## config.mk

```make
export PLATFORM = sky130hd
export DESIGN_NAME = iss_top
export DESIGN_NICKNAME = d
export VERILOG_FILES = /design/src/source/iss_pkg.sv /design/src/source/operand_select.sv /design/src/source/issue_dispatch.sv /design/src/source/branch_unit.sv /design/src/source/iss_top.sv
export SDC_FILE = /design/constraint.sdc
export NUM_CORES = 2
export LEC_CHECK = 0
export BUFFER_PORTS_ARGS = -buffer_cell sky130_fd_sc_hd__buf_2
export CORE_AREA = 2 2 736 738
export CTS_CLUSTER_DIAMETER = 120
export DETAILED_ROUTE_END_ITERATION = 8
export DIE_AREA = 0 0 738 740
export PLACE_DENSITY = 0.3
export SETUP_SLACK_MARGIN = 0.1
export SYNTH_ARGS = -nofsm -noshare
export SYNTH_HDL_FRONTEND = slang
export SYNTH_SLANG_ARGS = --single-unit
```

## constraint.sdc

```tcl
create_clock -name clock -period 3.8 [get_ports clock]
set_input_delay 0.57 -clock clock [delete_from_list [all_inputs] [get_ports clock]]
set_output_delay 0.57 -clock clock [all_outputs]
set_load 0.01 [all_outputs]
```

## src/source/iss_pkg.sv

```systemverilog
package iss_pkg;

  // MIPS word and register file geometry
  localparam int DATA_WIDTH     = 32;
  localparam int REG_ADDR_WIDTH = 5;

  // Return address sits past the branch and its delay slot
  localparam int LINK_OFFSET    = 8;

  // Functional class, selects the unit an instruction can issue to
  typedef enum logic [2:0] {
    ALU        = 3'd0,
    MULDIV     = 3'd1,
    LOAD_STORE = 3'd2,
    BRANCH     = 3'd3,
    JUMP       = 3'd4
  } inst_class_t;

  // Branch conditions; the signed tests compare operand A with zero
  typedef enum logic [2:0] {
    ALWAYS = 3'd0,
    EQ     = 3'd1,
    NE     = 3'd2,
    GT     = 3'd3,
    GE     = 3'd4,
    LT     = 3'd5,
    LE     = 3'd6
  } branch_cond_t;

  // Decoded instruction as held in the issue queue, 115 bits
  typedef struct packed {
    logic [DATA_WIDTH-1:0]     pc;
    inst_class_t               inst_class;
    logic [REG_ADDR_WIDTH-1:0] a_reg;
    logic [REG_ADDR_WIDTH-1:0] b_reg;
    logic                      a_reg_valid;
    logic                      b_reg_valid;
    logic [REG_ADDR_WIDTH-1:0] dest_reg;
    logic                      dest_reg_valid;
    // Jump target comes from operand A
    logic                      rformat;
    branch_cond_t              branch_cond;
    logic [DATA_WIDTH-1:0]     branch_target;
    logic [25:0]               imm;
  } dec_inst_t;

endpackage

```

## src/source/operand_select.sv

```systemverilog
`timescale 1ns/1ps

module operand_select
  import iss_pkg::*;
#(
  parameter int ISSUE_WIDTH = 4
) (
  input  dec_inst_t                 insn          [ISSUE_WIDTH],
  input  logic [DATA_WIDTH-1:0]     rf_a_data     [ISSUE_WIDTH],
  input  logic [DATA_WIDTH-1:0]     rf_b_data     [ISSUE_WIDTH],
  input  logic                      rob_a_present [ISSUE_WIDTH],
  input  logic                      rob_a_valid   [ISSUE_WIDTH],
  input  logic                      rob_b_present [ISSUE_WIDTH],
  input  logic                      rob_b_valid   [ISSUE_WIDTH],
  input  logic [DATA_WIDTH-1:0]     rob_a_data    [ISSUE_WIDTH],
  input  logic [DATA_WIDTH-1:0]     rob_b_data    [ISSUE_WIDTH],
  output logic [REG_ADDR_WIDTH-1:0] src_a_reg     [ISSUE_WIDTH],
  output logic [REG_ADDR_WIDTH-1:0] src_b_reg     [ISSUE_WIDTH],
  output logic [DATA_WIDTH-1:0]     op_a          [ISSUE_WIDTH],
  output logic [DATA_WIDTH-1:0]     op_b          [ISSUE_WIDTH],
  output logic                      ops_ready     [ISSUE_WIDTH]
);

  logic a_ok [ISSUE_WIDTH];
  logic b_ok [ISSUE_WIDTH];

  for (genvar i = 0; i < ISSUE_WIDTH; i++) begin : g_slot
    // Same addresses feed the register file and the ROB lookup
    assign src_a_reg[i] = insn[i].a_reg;
    assign src_b_reg[i] = insn[i].b_reg;

    // A ROB copy is newer than the architectural value
    assign op_a[i] = rob_a_present[i] ? rob_a_data[i] : rf_a_data[i];
    assign op_b[i] = rob_b_present[i] ? rob_b_data[i] : rf_b_data[i];

    // Not needed, settled in the register file, or already produced
    assign a_ok[i] = !insn[i].a_reg_valid || !rob_a_present[i] || rob_a_valid[i];
    assign b_ok[i] = !insn[i].b_reg_valid || !rob_b_present[i] || rob_b_valid[i];

    assign ops_ready[i] = a_ok[i] && b_ok[i];
  end

endmodule

```

## src/source/issue_dispatch.sv

```systemverilog
`timescale 1ns/1ps

module issue_dispatch
  import iss_pkg::*;
#(
  parameter int ISSUE_WIDTH    = 4,
  parameter int EX_UNITS       = 2,
  parameter int ROB_DEPTH_LOG2 = 4
) (
  input  logic                      clock,
  input  logic                      reset_n,
  input  logic                      insn_valid [ISSUE_WIDTH],
  input  dec_inst_t                 insn       [ISSUE_WIDTH],
  input  logic [ROB_DEPTH_LOG2-1:0] rob_slot   [ISSUE_WIDTH],
  input  logic [DATA_WIDTH-1:0]     op_a       [ISSUE_WIDTH],
  input  logic [DATA_WIDTH-1:0]     op_b       [ISSUE_WIDTH],
  input  logic                      ops_ready  [ISSUE_WIDTH],
  input  logic                      ls_ready,
  input  logic                      mul_ready,
  input  logic                      ex_ready   [EX_UNITS],
  output logic                      consumed   [ISSUE_WIDTH],
  output logic                      ls_valid,
  output dec_inst_t                 ls_inst,
  output logic [DATA_WIDTH-1:0]     ls_a,
  output logic [DATA_WIDTH-1:0]     ls_b,
  output logic [ROB_DEPTH_LOG2-1:0] ls_slot,
  output logic                      mul_valid,
  output dec_inst_t                 mul_inst,
  output logic [DATA_WIDTH-1:0]     mul_a,
  output logic [DATA_WIDTH-1:0]     mul_b,
  output logic [ROB_DEPTH_LOG2-1:0] mul_slot,
  output logic                      ex_valid   [EX_UNITS],
  output dec_inst_t                 ex_inst    [EX_UNITS],
  output logic [DATA_WIDTH-1:0]     ex_a       [EX_UNITS],
  output logic [DATA_WIDTH-1:0]     ex_b       [EX_UNITS],
  output logic [ROB_DEPTH_LOG2-1:0] ex_slot    [EX_UNITS],
  output logic                      br_issue,
  output dec_inst_t                 br_inst,
  output logic [DATA_WIDTH-1:0]     br_a,
  output logic [DATA_WIDTH-1:0]     br_b,
  output logic [ROB_DEPTH_LOG2-1:0] br_slot
);

  // Slot index picked for each unit this cycle
  int  ls_sel;
  int  mul_sel;
  int  ex_sel [EX_UNITS];
  logic ls_take;
  logic mul_take;
  logic ex_take [EX_UNITS];
  int  n_consumed;
  int  n_issued;

  always_comb begin
    logic stop;
    logic placed;
    int   br_sel;
    stop     = 1'b0;
    br_issue = 1'b0;
    br_sel   = 0;
    ls_take  = 1'b0;
    ls_sel   = 0;
    mul_take = 1'b0;
    mul_sel  = 0;
    for (int k = 0; k < EX_UNITS; k++) begin
      ex_take[k] = 1'b0;
      ex_sel[k]  = 0;
    end

    // Oldest first, the first slot that cannot go ends the walk
    for (int i = 0; i < ISSUE_WIDTH; i++) begin
      placed = 1'b0;
      if (!stop && insn_valid[i] && ops_ready[i]) begin
        case (insn[i].inst_class)
          BRANCH, JUMP: begin
            if (!br_issue) begin
              br_issue = 1'b1;
              br_sel   = i;
              placed   = 1'b1;
            end
          end
          LOAD_STORE: begin
            if (!ls_take && ls_ready) begin
              ls_take = 1'b1;
              ls_sel  = i;
              placed  = 1'b1;
            end
          end
          MULDIV: begin
            if (!mul_take && mul_ready) begin
              mul_take = 1'b1;
              mul_sel  = i;
              placed   = 1'b1;
            end
          end
          ALU: begin
            for (int k = 0; k < EX_UNITS; k++) begin
              if (!placed && !ex_take[k] && ex_ready[k]) begin
                ex_take[k] = 1'b1;
                ex_sel[k]  = i;
                placed     = 1'b1;
              end
            end
            // Multiplier doubles as a spare ALU
            if (!placed && !mul_take && mul_ready) begin
              mul_take = 1'b1;
              mul_sel  = i;
              placed   = 1'b1;
            end
          end
          default: placed = 1'b0;
        endcase
      end
      consumed[i] = placed;
      if (!placed) stop = 1'b1;
    end

    br_inst = insn[br_sel];
    br_a    = op_a[br_sel];
    br_b    = op_b[br_sel];
    br_slot = rob_slot[br_sel];
  end

  always_ff @(posedge clock or negedge reset_n) begin
    if (!reset_n) begin
      ls_valid  <= 1'b0;
      mul_valid <= 1'b0;
      for (int k = 0; k < EX_UNITS; k++) ex_valid[k] <= 1'b0;
    end else begin
      ls_valid  <= ls_take;
      mul_valid <= mul_take;
      for (int k = 0; k < EX_UNITS; k++) ex_valid[k] <= ex_take[k];
    end
  end

  always_ff @(posedge clock) begin
    ls_inst  <= insn[ls_sel];
    ls_a     <= op_a[ls_sel];
    ls_b     <= op_b[ls_sel];
    ls_slot  <= rob_slot[ls_sel];
    mul_inst <= insn[mul_sel];
    mul_a    <= op_a[mul_sel];
    mul_b    <= op_b[mul_sel];
    mul_slot <= rob_slot[mul_sel];
    for (int k = 0; k < EX_UNITS; k++) begin
      ex_inst[k] <= insn[ex_sel[k]];
      ex_a[k]    <= op_a[ex_sel[k]];
      ex_b[k]    <= op_b[ex_sel[k]];
      ex_slot[k] <= rob_slot[ex_sel[k]];
    end
  end

  always_comb begin
    n_consumed = 0;
    for (int i = 0; i < ISSUE_WIDTH; i++) n_consumed += int'(consumed[i]);
    n_issued = int'(ls_valid) + int'(mul_valid);
    for (int k = 0; k < EX_UNITS; k++) n_issued += int'(ex_valid[k]);
  end

  // Queue removes a prefix, so a gap would lose an instruction
  for (genvar i = 1; i < ISSUE_WIDTH; i++) begin : g_prefix
    a_prefix : assert property (@(posedge clock) disable iff (!reset_n)
      consumed[i] |-> consumed[i-1]);
  end

  // Branches take a slot but no unit strobe
  a_issue_count : assert property (@(posedge clock) disable iff (!reset_n)
    n_issued <= $past(n_consumed));

endmodule

```

## src/source/branch_unit.sv

```systemverilog
`timescale 1ns/1ps

module branch_unit
  import iss_pkg::*;
#(
  parameter int ROB_DEPTH_LOG2 = 4
) (
  input  logic                      clock,
  input  logic                      reset_n,
  input  logic                      br_issue,
  input  dec_inst_t                 br_inst,
  input  logic [DATA_WIDTH-1:0]     br_a,
  input  logic [DATA_WIDTH-1:0]     br_b,
  input  logic [ROB_DEPTH_LOG2-1:0] br_slot,
  output logic [DATA_WIDTH-1:0]     new_pc,
  output logic                      new_pc_valid,
  output logic                      wr_valid,
  output logic [ROB_DEPTH_LOG2-1:0] wr_slot,
  output logic [DATA_WIDTH-1:0]     wr_link,
  output logic [REG_ADDR_WIDTH-1:0] wr_dest_reg,
  output logic                      wr_dest_valid,
  output logic                      wr_pc_valid
);

  logic ab_equal;
  logic a_gez;
  logic a_gtz;
  logic cond_ok;
  logic taken;

  assign ab_equal = (br_a == br_b);
  // Sign bit clear means A >= 0
  assign a_gez    = !br_a[DATA_WIDTH-1];
  assign a_gtz    = a_gez && (br_a != '0);

  always_comb begin
    case (br_inst.branch_cond)
      ALWAYS:  cond_ok = 1'b1;
      EQ:      cond_ok = ab_equal;
      NE:      cond_ok = !ab_equal;
      GT:      cond_ok = a_gtz;
      GE:      cond_ok = a_gez;
      LT:      cond_ok = !a_gez;
      LE:      cond_ok = !a_gtz;
      default: cond_ok = 1'b0;
    endcase
  end

  assign taken = (br_inst.inst_class == JUMP) || cond_ok;

  always_ff @(posedge clock or negedge reset_n) begin
    if (!reset_n) begin
      wr_valid     <= 1'b0;
      new_pc_valid <= 1'b0;
    end else begin
      wr_valid     <= br_issue;
      new_pc_valid <= br_issue && taken;
    end
  end

  // Link write payload for the ROB entry of the branch
  always_ff @(posedge clock) begin
    new_pc        <= br_inst.rformat ? br_a : br_inst.branch_target;
    wr_slot       <= br_slot;
    wr_link       <= br_inst.pc + DATA_WIDTH'(LINK_OFFSET);
    wr_dest_reg   <= br_inst.dest_reg;
    wr_dest_valid <= br_inst.dest_reg_valid;
    wr_pc_valid   <= taken;
  end

  // Every redirect is backed by a ROB write for the same branch
  a_redirect_has_write : assert property (@(posedge clock) disable iff (!reset_n)
    new_pc_valid |-> wr_valid && wr_pc_valid);

endmodule

```

## src/source/iss_top.sv

```systemverilog
`timescale 1ns/1ps

module iss_top
  import iss_pkg::*;
#(
  parameter int ISSUE_WIDTH    = 4,
  parameter int EX_UNITS       = 2,
  parameter int ROB_DEPTH_LOG2 = 4
) (
  input  logic                      clock,
  input  logic                      reset_n,
  // Issue queue
  input  logic                      insn_valid    [ISSUE_WIDTH],
  input  dec_inst_t                 insn          [ISSUE_WIDTH],
  input  logic [ROB_DEPTH_LOG2-1:0] rob_slot      [ISSUE_WIDTH],
  output logic                      consumed      [ISSUE_WIDTH],
  // Register file and ROB operand lookup
  output logic [REG_ADDR_WIDTH-1:0] src_a_reg     [ISSUE_WIDTH],
  output logic [REG_ADDR_WIDTH-1:0] src_b_reg     [ISSUE_WIDTH],
  input  logic [DATA_WIDTH-1:0]     rf_a_data     [ISSUE_WIDTH],
  input  logic [DATA_WIDTH-1:0]     rf_b_data     [ISSUE_WIDTH],
  input  logic                      rob_a_present [ISSUE_WIDTH],
  input  logic                      rob_a_valid   [ISSUE_WIDTH],
  input  logic [DATA_WIDTH-1:0]     rob_a_data    [ISSUE_WIDTH],
  input  logic                      rob_b_present [ISSUE_WIDTH],
  input  logic                      rob_b_valid   [ISSUE_WIDTH],
  input  logic [DATA_WIDTH-1:0]     rob_b_data    [ISSUE_WIDTH],
  // Load/store unit
  input  logic                      ls_ready,
  output logic                      ls_valid,
  output dec_inst_t                 ls_inst,
  output logic [DATA_WIDTH-1:0]     ls_a,
  output logic [DATA_WIDTH-1:0]     ls_b,
  output logic [ROB_DEPTH_LOG2-1:0] ls_slot,
  // Multiply unit
  input  logic                      mul_ready,
  output logic                      mul_valid,
  output dec_inst_t                 mul_inst,
  output logic [DATA_WIDTH-1:0]     mul_a,
  output logic [DATA_WIDTH-1:0]     mul_b,
  output logic [ROB_DEPTH_LOG2-1:0] mul_slot,
  // EX units
  input  logic                      ex_ready      [EX_UNITS],
  output logic                      ex_valid      [EX_UNITS],
  output dec_inst_t                 ex_inst       [EX_UNITS],
  output logic [DATA_WIDTH-1:0]     ex_a          [EX_UNITS],
  output logic [DATA_WIDTH-1:0]     ex_b          [EX_UNITS],
  output logic [ROB_DEPTH_LOG2-1:0] ex_slot       [EX_UNITS],
  // Redirect and ROB link write
  output logic [DATA_WIDTH-1:0]     new_pc,
  output logic                      new_pc_valid,
  output logic                      wr_valid,
  output logic [ROB_DEPTH_LOG2-1:0] wr_slot,
  output logic [DATA_WIDTH-1:0]     wr_link,
  output logic [REG_ADDR_WIDTH-1:0] wr_dest_reg,
  output logic                      wr_dest_valid,
  output logic                      wr_pc_valid
);

  logic [DATA_WIDTH-1:0]     op_a      [ISSUE_WIDTH];
  logic [DATA_WIDTH-1:0]     op_b      [ISSUE_WIDTH];
  logic                      ops_ready [ISSUE_WIDTH];
  logic                      br_issue;
  dec_inst_t                 br_inst;
  logic [DATA_WIDTH-1:0]     br_a;
  logic [DATA_WIDTH-1:0]     br_b;
  logic [ROB_DEPTH_LOG2-1:0] br_slot;

  operand_select #(.ISSUE_WIDTH(ISSUE_WIDTH)) u_operand_select (.*);

  issue_dispatch #(
    .ISSUE_WIDTH   (ISSUE_WIDTH),
    .EX_UNITS      (EX_UNITS),
    .ROB_DEPTH_LOG2(ROB_DEPTH_LOG2)
  ) u_issue_dispatch (.*);

  branch_unit #(.ROB_DEPTH_LOG2(ROB_DEPTH_LOG2)) u_branch_unit (.*);

endmodule

```

After elaboration in Yosys (flattened, before gate mapping)
Index checks and enable logic that the tools add are counted.
Word-level totals
  register bits after elaboration: 813
  bits of input ports: 1014
  output and inout bits: 857
  logic and storage cells: 422
Operators by class
  add/sub/neg operators: 1
  magnitude comparators: 5
  eq/ne operators: 24
  multiplexer cells: 211
  bitwise operators: 5
  reduce and logical (&&, ||, !) cells: 104
Operators by type and width (count)
  two-way mux 32 bit: 56
  binary-select mux 115 bit (select 2 bit): 5
  two-way mux 115 bit: 10
  binary-select mux 32 bit (select 2 bit): 10
  two-way mux 64 bit: 6
  case mux 32 bit (2 select lines): 3
  >= comparator 32 x 3 -> 1 bit (second input constant): 5
  NOT 32 bit: 5
  two-way mux 1 bit: 89
  zero test 1 bit: 41
  binary-select mux 4 bit (select 2 bit): 5
  two-way mux 4 bit: 10
  logical AND 1 bit: 36
  adder 32 x 4 -> 32 bit (second input constant): 1
  equality test 32 bit: 1
  nonzero test 32 bit: 1
  equality test 3 x 2 -> 1 bit (second input constant): 10
  equality test 3 bit (second input constant): 8
  logical OR 1 bit: 17
  two-way mux 2 bit: 8
  case mux 1 bit (4 select lines): 4
  equality test 3 x 1 -> 1 bit (second input constant): 5
  zero test 3 bit: 5
  case mux 1 bit (2 select lines): 4
  2 further kinds: 5

Depth between registers and ports, before layout
  word-level depth: 69
  gate-level depth with buffers: 19
  mapped depth without buffers: 13

Cells and area by module
A second synthesis with hierarchy kept.
Unflattened totals
  cell total of the unflattened synthesis: 4996
  area, all modules: 51111.5 um^2
Modules (own cells, without submodules)
  issue_dispatch: times used 1, cells an instance 4398, area an instance 43440.4 um^2, seq. area each 14754.2 um^2
  operand_select: times used 1, cells an instance 340, area an instance 4689.5 um^2, seq. area each 0.0 um^2
  branch_unit: times used 1, cells an instance 258, area an instance 2981.6 um^2, seq. area each 1551.5 um^2

Least setup slack after synthesis
Ideal clock, no wire load.
  kind: input-to-reg
  start: in rob_b_present[2] (netlist name)
  end: reg u_branch_unit.wr_link[31]
  library setup time: 72 ps
  arrival time: 4463 ps
  data required time: 3728 ps
  slack: -735 ps
  stages: 18
  buffers on the path: 5
  cells stage by stage: clkbuf_1 -> nand2_1 -> o221ai_1 -> or3_1 -> buf_2 -> a41o_1 -> a2111oi_4 -> a21oi_4 -> a32oi_4 -> buf_6 -> buf_4 -> buf_2 -> mux2i_1 -> nand4_1 -> nor3_1 -> nand3_1 -> nor3_1 -> xor2_1
RTL lines
  from (decl): RTL line iss_top.sv:25  | input logic rob_b_present [ISSUE_WIDTH],
  to (signal assigned): RTL line branch_unit.sv:65  | wr_link <= br_inst.pc + DATA_WIDTH'(LINK_OFFSET);
  to (decl): RTL line branch_unit.sv:19  | output logic [DATA_WIDTH-1:0] wr_link,

Worst setup path after layout
  start: in mul_ready
  end: reg u_branch_unit.wr_pc_valid
Between the ends
  word-level cells in the longest chain between the ends: 38
  elaborated cells between the ends (all ways): 94
  classes of those cells: 8 x eq/ne; 52 x mux; 1 x bitwise; 33 x reduce/logical
RTL lines
  from (decl): RTL line iss_top.sv:36  | input logic mul_ready,
  logical AND 1 bit: RTL line issue_dispatch.sv:105  | if (!placed && !mul_take && mul_ready) begin
  two-way mux 1 bit: RTL line issue_dispatch.sv:105
  case mux 1 bit (4 select lines): RTL line issue_dispatch.sv:74  | case (insn[i].inst_class)
  two-way mux 1 bit: RTL line issue_dispatch.sv:73  | if (!stop && insn_valid[i] && ops_ready[i]) begin
  logical AND 1 bit (2 in a row): RTL line issue_dispatch.sv:73
  two-way mux 2 bit: RTL line issue_dispatch.sv:73
  zero test 1 bit: RTL line issue_dispatch.sv:98  | if (!placed && !ex_take[k] && ex_ready[k]) begin
  logical AND 1 bit: RTL line issue_dispatch.sv:98
  [21 not listed]
  binary-select mux 32 bit (select 2 bit): RTL line issue_dispatch.sv:119  | br_a = op_a[br_sel];
  two-way mux 32 bit (implied by the code) (2 in a row): RTL line issue_dispatch.sv:119
  nonzero test 32 bit or zero test 1 bit (tied branches): RTL line branch_unit.sv:34, branch_unit.sv:33
  logical AND 1 bit: RTL line branch_unit.sv:34  | assign a_gtz = a_gez && (br_a != '0);
  zero test 1 bit: RTL line branch_unit.sv:44  | LE: cond_ok = !a_gtz;
  case mux 1 bit (7 select lines): RTL line branch_unit.sv:37  | case (br_inst.branch_cond)
  logical OR 1 bit *: RTL line branch_unit.sv:49  | assign taken = (br_inst.inst_class == JUMP) || cond_ok;
  via u_branch_unit.taken: RTL line branch_unit.sv:29  | logic taken;
  to (signal assigned): RTL line branch_unit.sv:68  | wr_pc_valid <= taken;
  to (decl): RTL line branch_unit.sv:22  | output logic wr_pc_valid
The timed path passes the listed nets; every way through them passes the cells marked *. The select of a mux whose other input is x is not followed.

==> impl_summary.log <==
[metrics] fraction of registers with async set or reset after synthesis: 0.7380%
[metrics] Synth Instances: 6078
[metrics] Routed WL: 591700 um
[metrics] number of different library cells in the post-synthesis netlist: 77
[metrics] antenna violations before repair: 391
[metrics] pin count of the biggest net entering global routing: 67
[metrics] clock power share: 45.5%
[metrics] final sum of negative setup slack: -35140 ps
[metrics] height of the die: 740 um
[metrics] switching power summed over all nets: 10.62 mW
[metrics] cell at the root of the clock tree: sky130_fd_sc_hd__clkbuf_16
[metrics] number of DRC markers in iteration 0: 5752
[metrics] number of nets in the final layout: 10260
[metrics] registers with the most flip-flops: u_issue_dispatch.ex_inst: 230 flops, u_issue_dispatch.ls_inst: 115 flops, u_issue_dispatch.mul_inst: 115 flops
[metrics] core box area: 538800 um2
[metrics] peak fanout along the critical path: 10
[metrics] result of the run: finished, violations left
[metrics] share of the core filled with cells in the final layout: 16.28%
[metrics] die footprint: 546100 um2
[metrics] number of standard-cell rows in the floorplan: 270
[metrics] register with the most flip-flops: u_issue_dispatch.ex_inst
[metrics] synthesized area per cell: 7.588 um2
[metrics] Post-synth EDFFs: 0
[metrics] fmax: 0.2411 GHz
[metrics] count of TritonRoute iterations in the first routing pass: 6
[metrics] final setup vio count: 383
[metrics] switch share: 34.72%
[metrics] multi-input gate area in the final layout: 29170 um2
[metrics] part of the Yosys area used for sequential elements: 35.36%
[metrics] max reg flops: 230
[metrics] internal power: 19.96 mW
[metrics] Avg WL per Cell: 35.39 um
[metrics] Synth Register Bits: 813
[metrics] initial cell density of the core: 8.559%
[metrics] kind of end point of the critical path: flop
[metrics] H-tree Lvls: 4
[metrics] post-route clock period utilization: 109.1%
[metrics] classification of the worst-slack hold path: input port to flop
[metrics] sequential group share of total power: 31.0%
[metrics] post-detailed-route DRC marker count: 0
[metrics] required time at the endpoint of the critical path: 4520 ps
[metrics] worst-case clock buffer depth: 4
[metrics] sort of element at the start of the critical path: input port
[metrics] Sinks on Clock Net: 813
[metrics] relative max-transition margin: 32.75%
[metrics] GRT Util Overall: 20.44%
[metrics] die span in x: 738 um
[metrics] clock transition at the registers of the reported paths: 60 ps
[metrics] power per unit of standard cell area: 348.7 nW/um2
[metrics] share of layout cells above drive strength 1: 43.37%
[metrics] last weighted congestion value of the routability-driven placer: 0.9403
[metrics] least setup slack across all paths after layout: -347.6 ps
[metrics] DR vias/cell: 3.931
[metrics] Remaining Overflow, GRT: 0
[metrics] Post-Place Setup Slack: -1881 ps
[metrics] wire length of the first global-routing pass: 724000 um
[metrics] Worst-Margin Slew: 1009 ps
[metrics] number of filler cells placed in the layout: 61380
[metrics] number of buffers inserted by port buffering: 1870
[metrics] total number of vias: 65720
[metrics] FF/Latch Area: 16310 um2
[metrics] max-slew violations: 0
[metrics] RSZ-0062 raised after global routing: true
[metrics] number of cells in the design after placement: 15740
[metrics] reported max-cap violation count: 0
[metrics] Netlist Area Pre-Place: 46120 um2
[metrics] flip-flop cell with the highest count after synthesis: sky130_fd_sc_hd__dfxtp_1
[metrics] clock period minus worst slack: 4148 ps
[metrics] combinational share of power: 23.5%
[metrics] CTS tree: done
[metrics] worst vdd rail ir drop: 0.2840 mV
[metrics] arrival time at the worst endpoint: 4870 ps
[metrics] final std cells w/o fill: 16720
[metrics] Hold Violations, Final: 0
[metrics] final worst hold slack: 75.90 ps
[metrics] total clock buffers created by CTS: 142
[metrics] Static Leak: 38.24 nW
[metrics] number of global-route vias before repair: 62860
[metrics] Detail Placement HPWL: 482500 um
[metrics] Net Count, Synth: 7093
[metrics] failing checks: negative setup slack
[metrics] total number of yosys warnings: 0
[metrics] critical path start-end classification: input port to flop
[metrics] number of antenna-violating nets in the routed design: 0
[metrics] synthesis-to-finish area growth: 90.18%
[metrics] top-level I/O count: 1871
cells by family (layout without fill, tap and decap cells):
kind of cell / Yosys count / after routing / share of synthesized area [%]
adders and majority gates: 1 / 1 / 0.02713
buffers and inverters: 637 / 3905 / 5.855
AOI/OAI and AO/OA: 1818 / 1818 / 24.13
xor gates and xnor gates: 61 / 61 / 1.158
and+or+nand+nor: 2173 / 2174 / 20.37
DFF: 813 / 813 / 35.36
other: 0 / 164 / 0
muxes: 575 / 575 / 13.10
timing repair:
action | CTS | global route
pin swaps | 56 | 42
gates cloned | 36 | 21
hold buffers | 358 | 0
setup buffers | 93 | 60
endpoints found under the hold margin | 317 | 0
endpoints found under the setup margin | 629 | 743
gates resized for setup | 288 | 188
power groups by stage:
stage          clock (mW)  sequential (mW)  combinational [mW]
5_1_grt              14.7             9.52                7.56
4_1_cts              14.5             9.52                7.16
6_report             13.9             9.49                7.18
3_5_place_dp            0             9.69                6.66
3_3_place_gp            0             9.70                6.71
2_1_floorplan           0             9.76                1.72
metrics by stage:
| step | total power, mW | instance area (um2) |
|---|---|---|
| 6_report | 30.58 | 87710 |
| 5_1_grt | 31.74 | 87420 |
| 4_1_cts | 31.19 | 85560 |
| 3_5_place_dp | 16.35 | 73870 |
| 3_3_place_gp | 16.41 | 73870 |
| 2_1_floorplan | 11.47 | 47300 |
area by class of cell:
class | instances | area share (%)
Multi-Input combinational cell | 4629 | 33.26
Timing Repair Buffer | 3641 | 31.92
Sequential cell | 813 | 18.59
Tap cell | 7208 | 10.28
Clock buffer | 180 | 4.419
Clock inverter | 68 | 0.9900
Antenna cell | 164 | 0.4679
Inverter | 16 | 0.06847
worst max-delay path: stages:
cell and delay (ps):
sky130_fd_sc_hd__buf_8 110, sky130_fd_sc_hd__or4_4 540, sky130_fd_sc_hd__a221oi_4 310, sky130_fd_sc_hd__buf_4 160
sky130_fd_sc_hd__or3_4 130, sky130_fd_sc_hd__a41o_1 140, sky130_fd_sc_hd__a2111oi_4 70, sky130_fd_sc_hd__buf_4 160
sky130_fd_sc_hd__a21oi_4 140, sky130_fd_sc_hd__buf_12 140, sky130_fd_sc_hd__buf_12 150, sky130_fd_sc_hd__buf_16 170
sky130_fd_sc_hd__buf_4 130, sky130_fd_sc_hd__mux2_2 330, sky130_fd_sc_hd__mux2i_2 200, sky130_fd_sc_hd__buf_6 190
sky130_fd_sc_hd__nand4_1 100, sky130_fd_sc_hd__or4_4 500, sky130_fd_sc_hd__o21a_1 210, sky130_fd_sc_hd__nor3_2 210
sky130_fd_sc_hd__nand4_1 140
synthesized netlist by cell type (all sizes together), types with 3 or more instances:
| master | instances | share of area, % |
|---|---|---|
| mux2i | 348 | 7.6 |
| xnor2 | 26 | 0.49 |
| buf | 118 | 1.6 |
| o22ai | 389 | 5.3 |
| o2111ai | 3 | 0.071 |
| nor2b | 13 | 0.18 |
| a31oi | 372 | 5.0 |
| o211ai | 194 | 3.2 |
| a41oi | 3 | 0.073 |
| nand4 | 21 | 0.28 |
| mux2 | 227 | 5.5 |
| nor3b | 4 | 0.065 |
| or2 | 3 | 0.041 |
| o21a | 9 | 0.15 |
| a21o | 3 | 0.049 |
| and2 | 4 | 0.054 |
| a222oi | 3 | 0.065 |
| clkbuf | 503 | 4.1 |
| inv | 16 | 0.13 |
| nand3 | 167 | 1.8 |
| and3 | 259 | 3.5 |
| o221ai | 8 | 0.15 |
| nand2 | 1546 | 13 |
| dfxtp | 807 | 35 |
| nor2 | 96 | 0.80 |
| xor2 | 35 | 0.66 |
| or4 | 6 | 0.11 |
| nand2b | 4 | 0.054 |
| or3 | 5 | 0.068 |
| o21ai | 456 | 4.9 |
| nor3 | 13 | 0.15 |
| and3b | 3 | 0.057 |
| dfrtp | 6 | 0.33 |
| a211oi | 122 | 2.0 |
| a21oi | 229 | 2.5 |
| nor4 | 11 | 0.18 |
| nand3b | 7 | 0.17 |
| a32oi | 14 | 0.31 |
worst paths after layout:
kind / start / to / slack (ps) / cells past startpoint
max: mul_ready / u_branch_unit.wr_pc_valid / -350 / 21
min: insn[192] / u_issue_dispatch.ex_inst[192] / 80 / 3
max in group asynchronous: reset_n / u_issue_dispatch.mul_valid / 3220 / 2
min in group asynchronous: reset_n / u_branch_unit.new_pc_valid / 210 / 2
layout by cell type, fill, tap and decap left out, types with 12 or more instances in the layout:
cell,Yosys,final
sky130_fd_sc_hd__nor2_1,94,80
sky130_fd_sc_hd__a31oi_4,0,14
sky130_fd_sc_hd__mux2i_2,0,30
sky130_fd_sc_hd__a32oi_1,13,13
sky130_fd_sc_hd__clkbuf_8,0,18
sky130_fd_sc_hd__nand2_1,1546,1531
sky130_fd_sc_hd__buf_16,0,55
sky130_fd_sc_hd__xnor2_1,26,22
sky130_fd_sc_hd__nand3_2,0,15
sky130_fd_sc_hd__o21ai_1,9,53
sky130_fd_sc_hd__buf_4,54,1076
sky130_fd_sc_hd__clkbuf_1,502,20
sky130_fd_sc_hd__buf_6,11,69
sky130_fd_sc_hd__a21oi_1,227,143
sky130_fd_sc_hd__dfxtp_1,807,807
sky130_fd_sc_hd__clkinv_2,0,16
sky130_fd_sc_hd__buf_2,16,1852
sky130_fd_sc_hd__a31oi_1,372,346
sky130_fd_sc_hd__o22ai_1,389,382
sky130_fd_sc_hd__clkbuf_16,0,158
sky130_fd_sc_hd__buf_8,0,13
sky130_fd_sc_hd__nor2_4,1,12
sky130_fd_sc_hd__o211ai_1,194,194
sky130_fd_sc_hd__xor2_1,35,31
sky130_fd_sc_hd__o21ai_0,447,395
sky130_fd_sc_hd__inv_1,16,16
sky130_fd_sc_hd__a31oi_2,0,12
sky130_fd_sc_hd__a21oi_2,1,77
sky130_fd_sc_hd__clkinvlp_4,0,15
sky130_fd_sc_hd__buf_12,0,191
sky130_fd_sc_hd__a211oi_1,122,114
sky130_fd_sc_hd__nand4_1,21,21
sky130_fd_sc_hd__mux2i_4,0,33
sky130_fd_sc_hd__nand3_1,166,148
sky130_fd_sc_hd__mux2_2,219,217
sky130_fd_sc_hd__diode_2,0,164
sky130_fd_sc_hd__mux2i_1,348,285
sky130_fd_sc_hd__dlygate4sd3_1,0,358
sky130_fd_sc_hd__and3_1,259,257
routing by layer:
layer  global-route usage [%]  routed length [um]  vias to the layer above  part of all wire, %
li1                         -                   -                    28600                    -
met1                    25.50              246300                    32380                   42
met2                    30.74              249000                     3652                   42
met3                    8.943               68580                      884                   12
met4                    7.851               26370                      206                  4.5
met5                        0                1392                        -                 0.24
(Power assumes the default switching activity.)
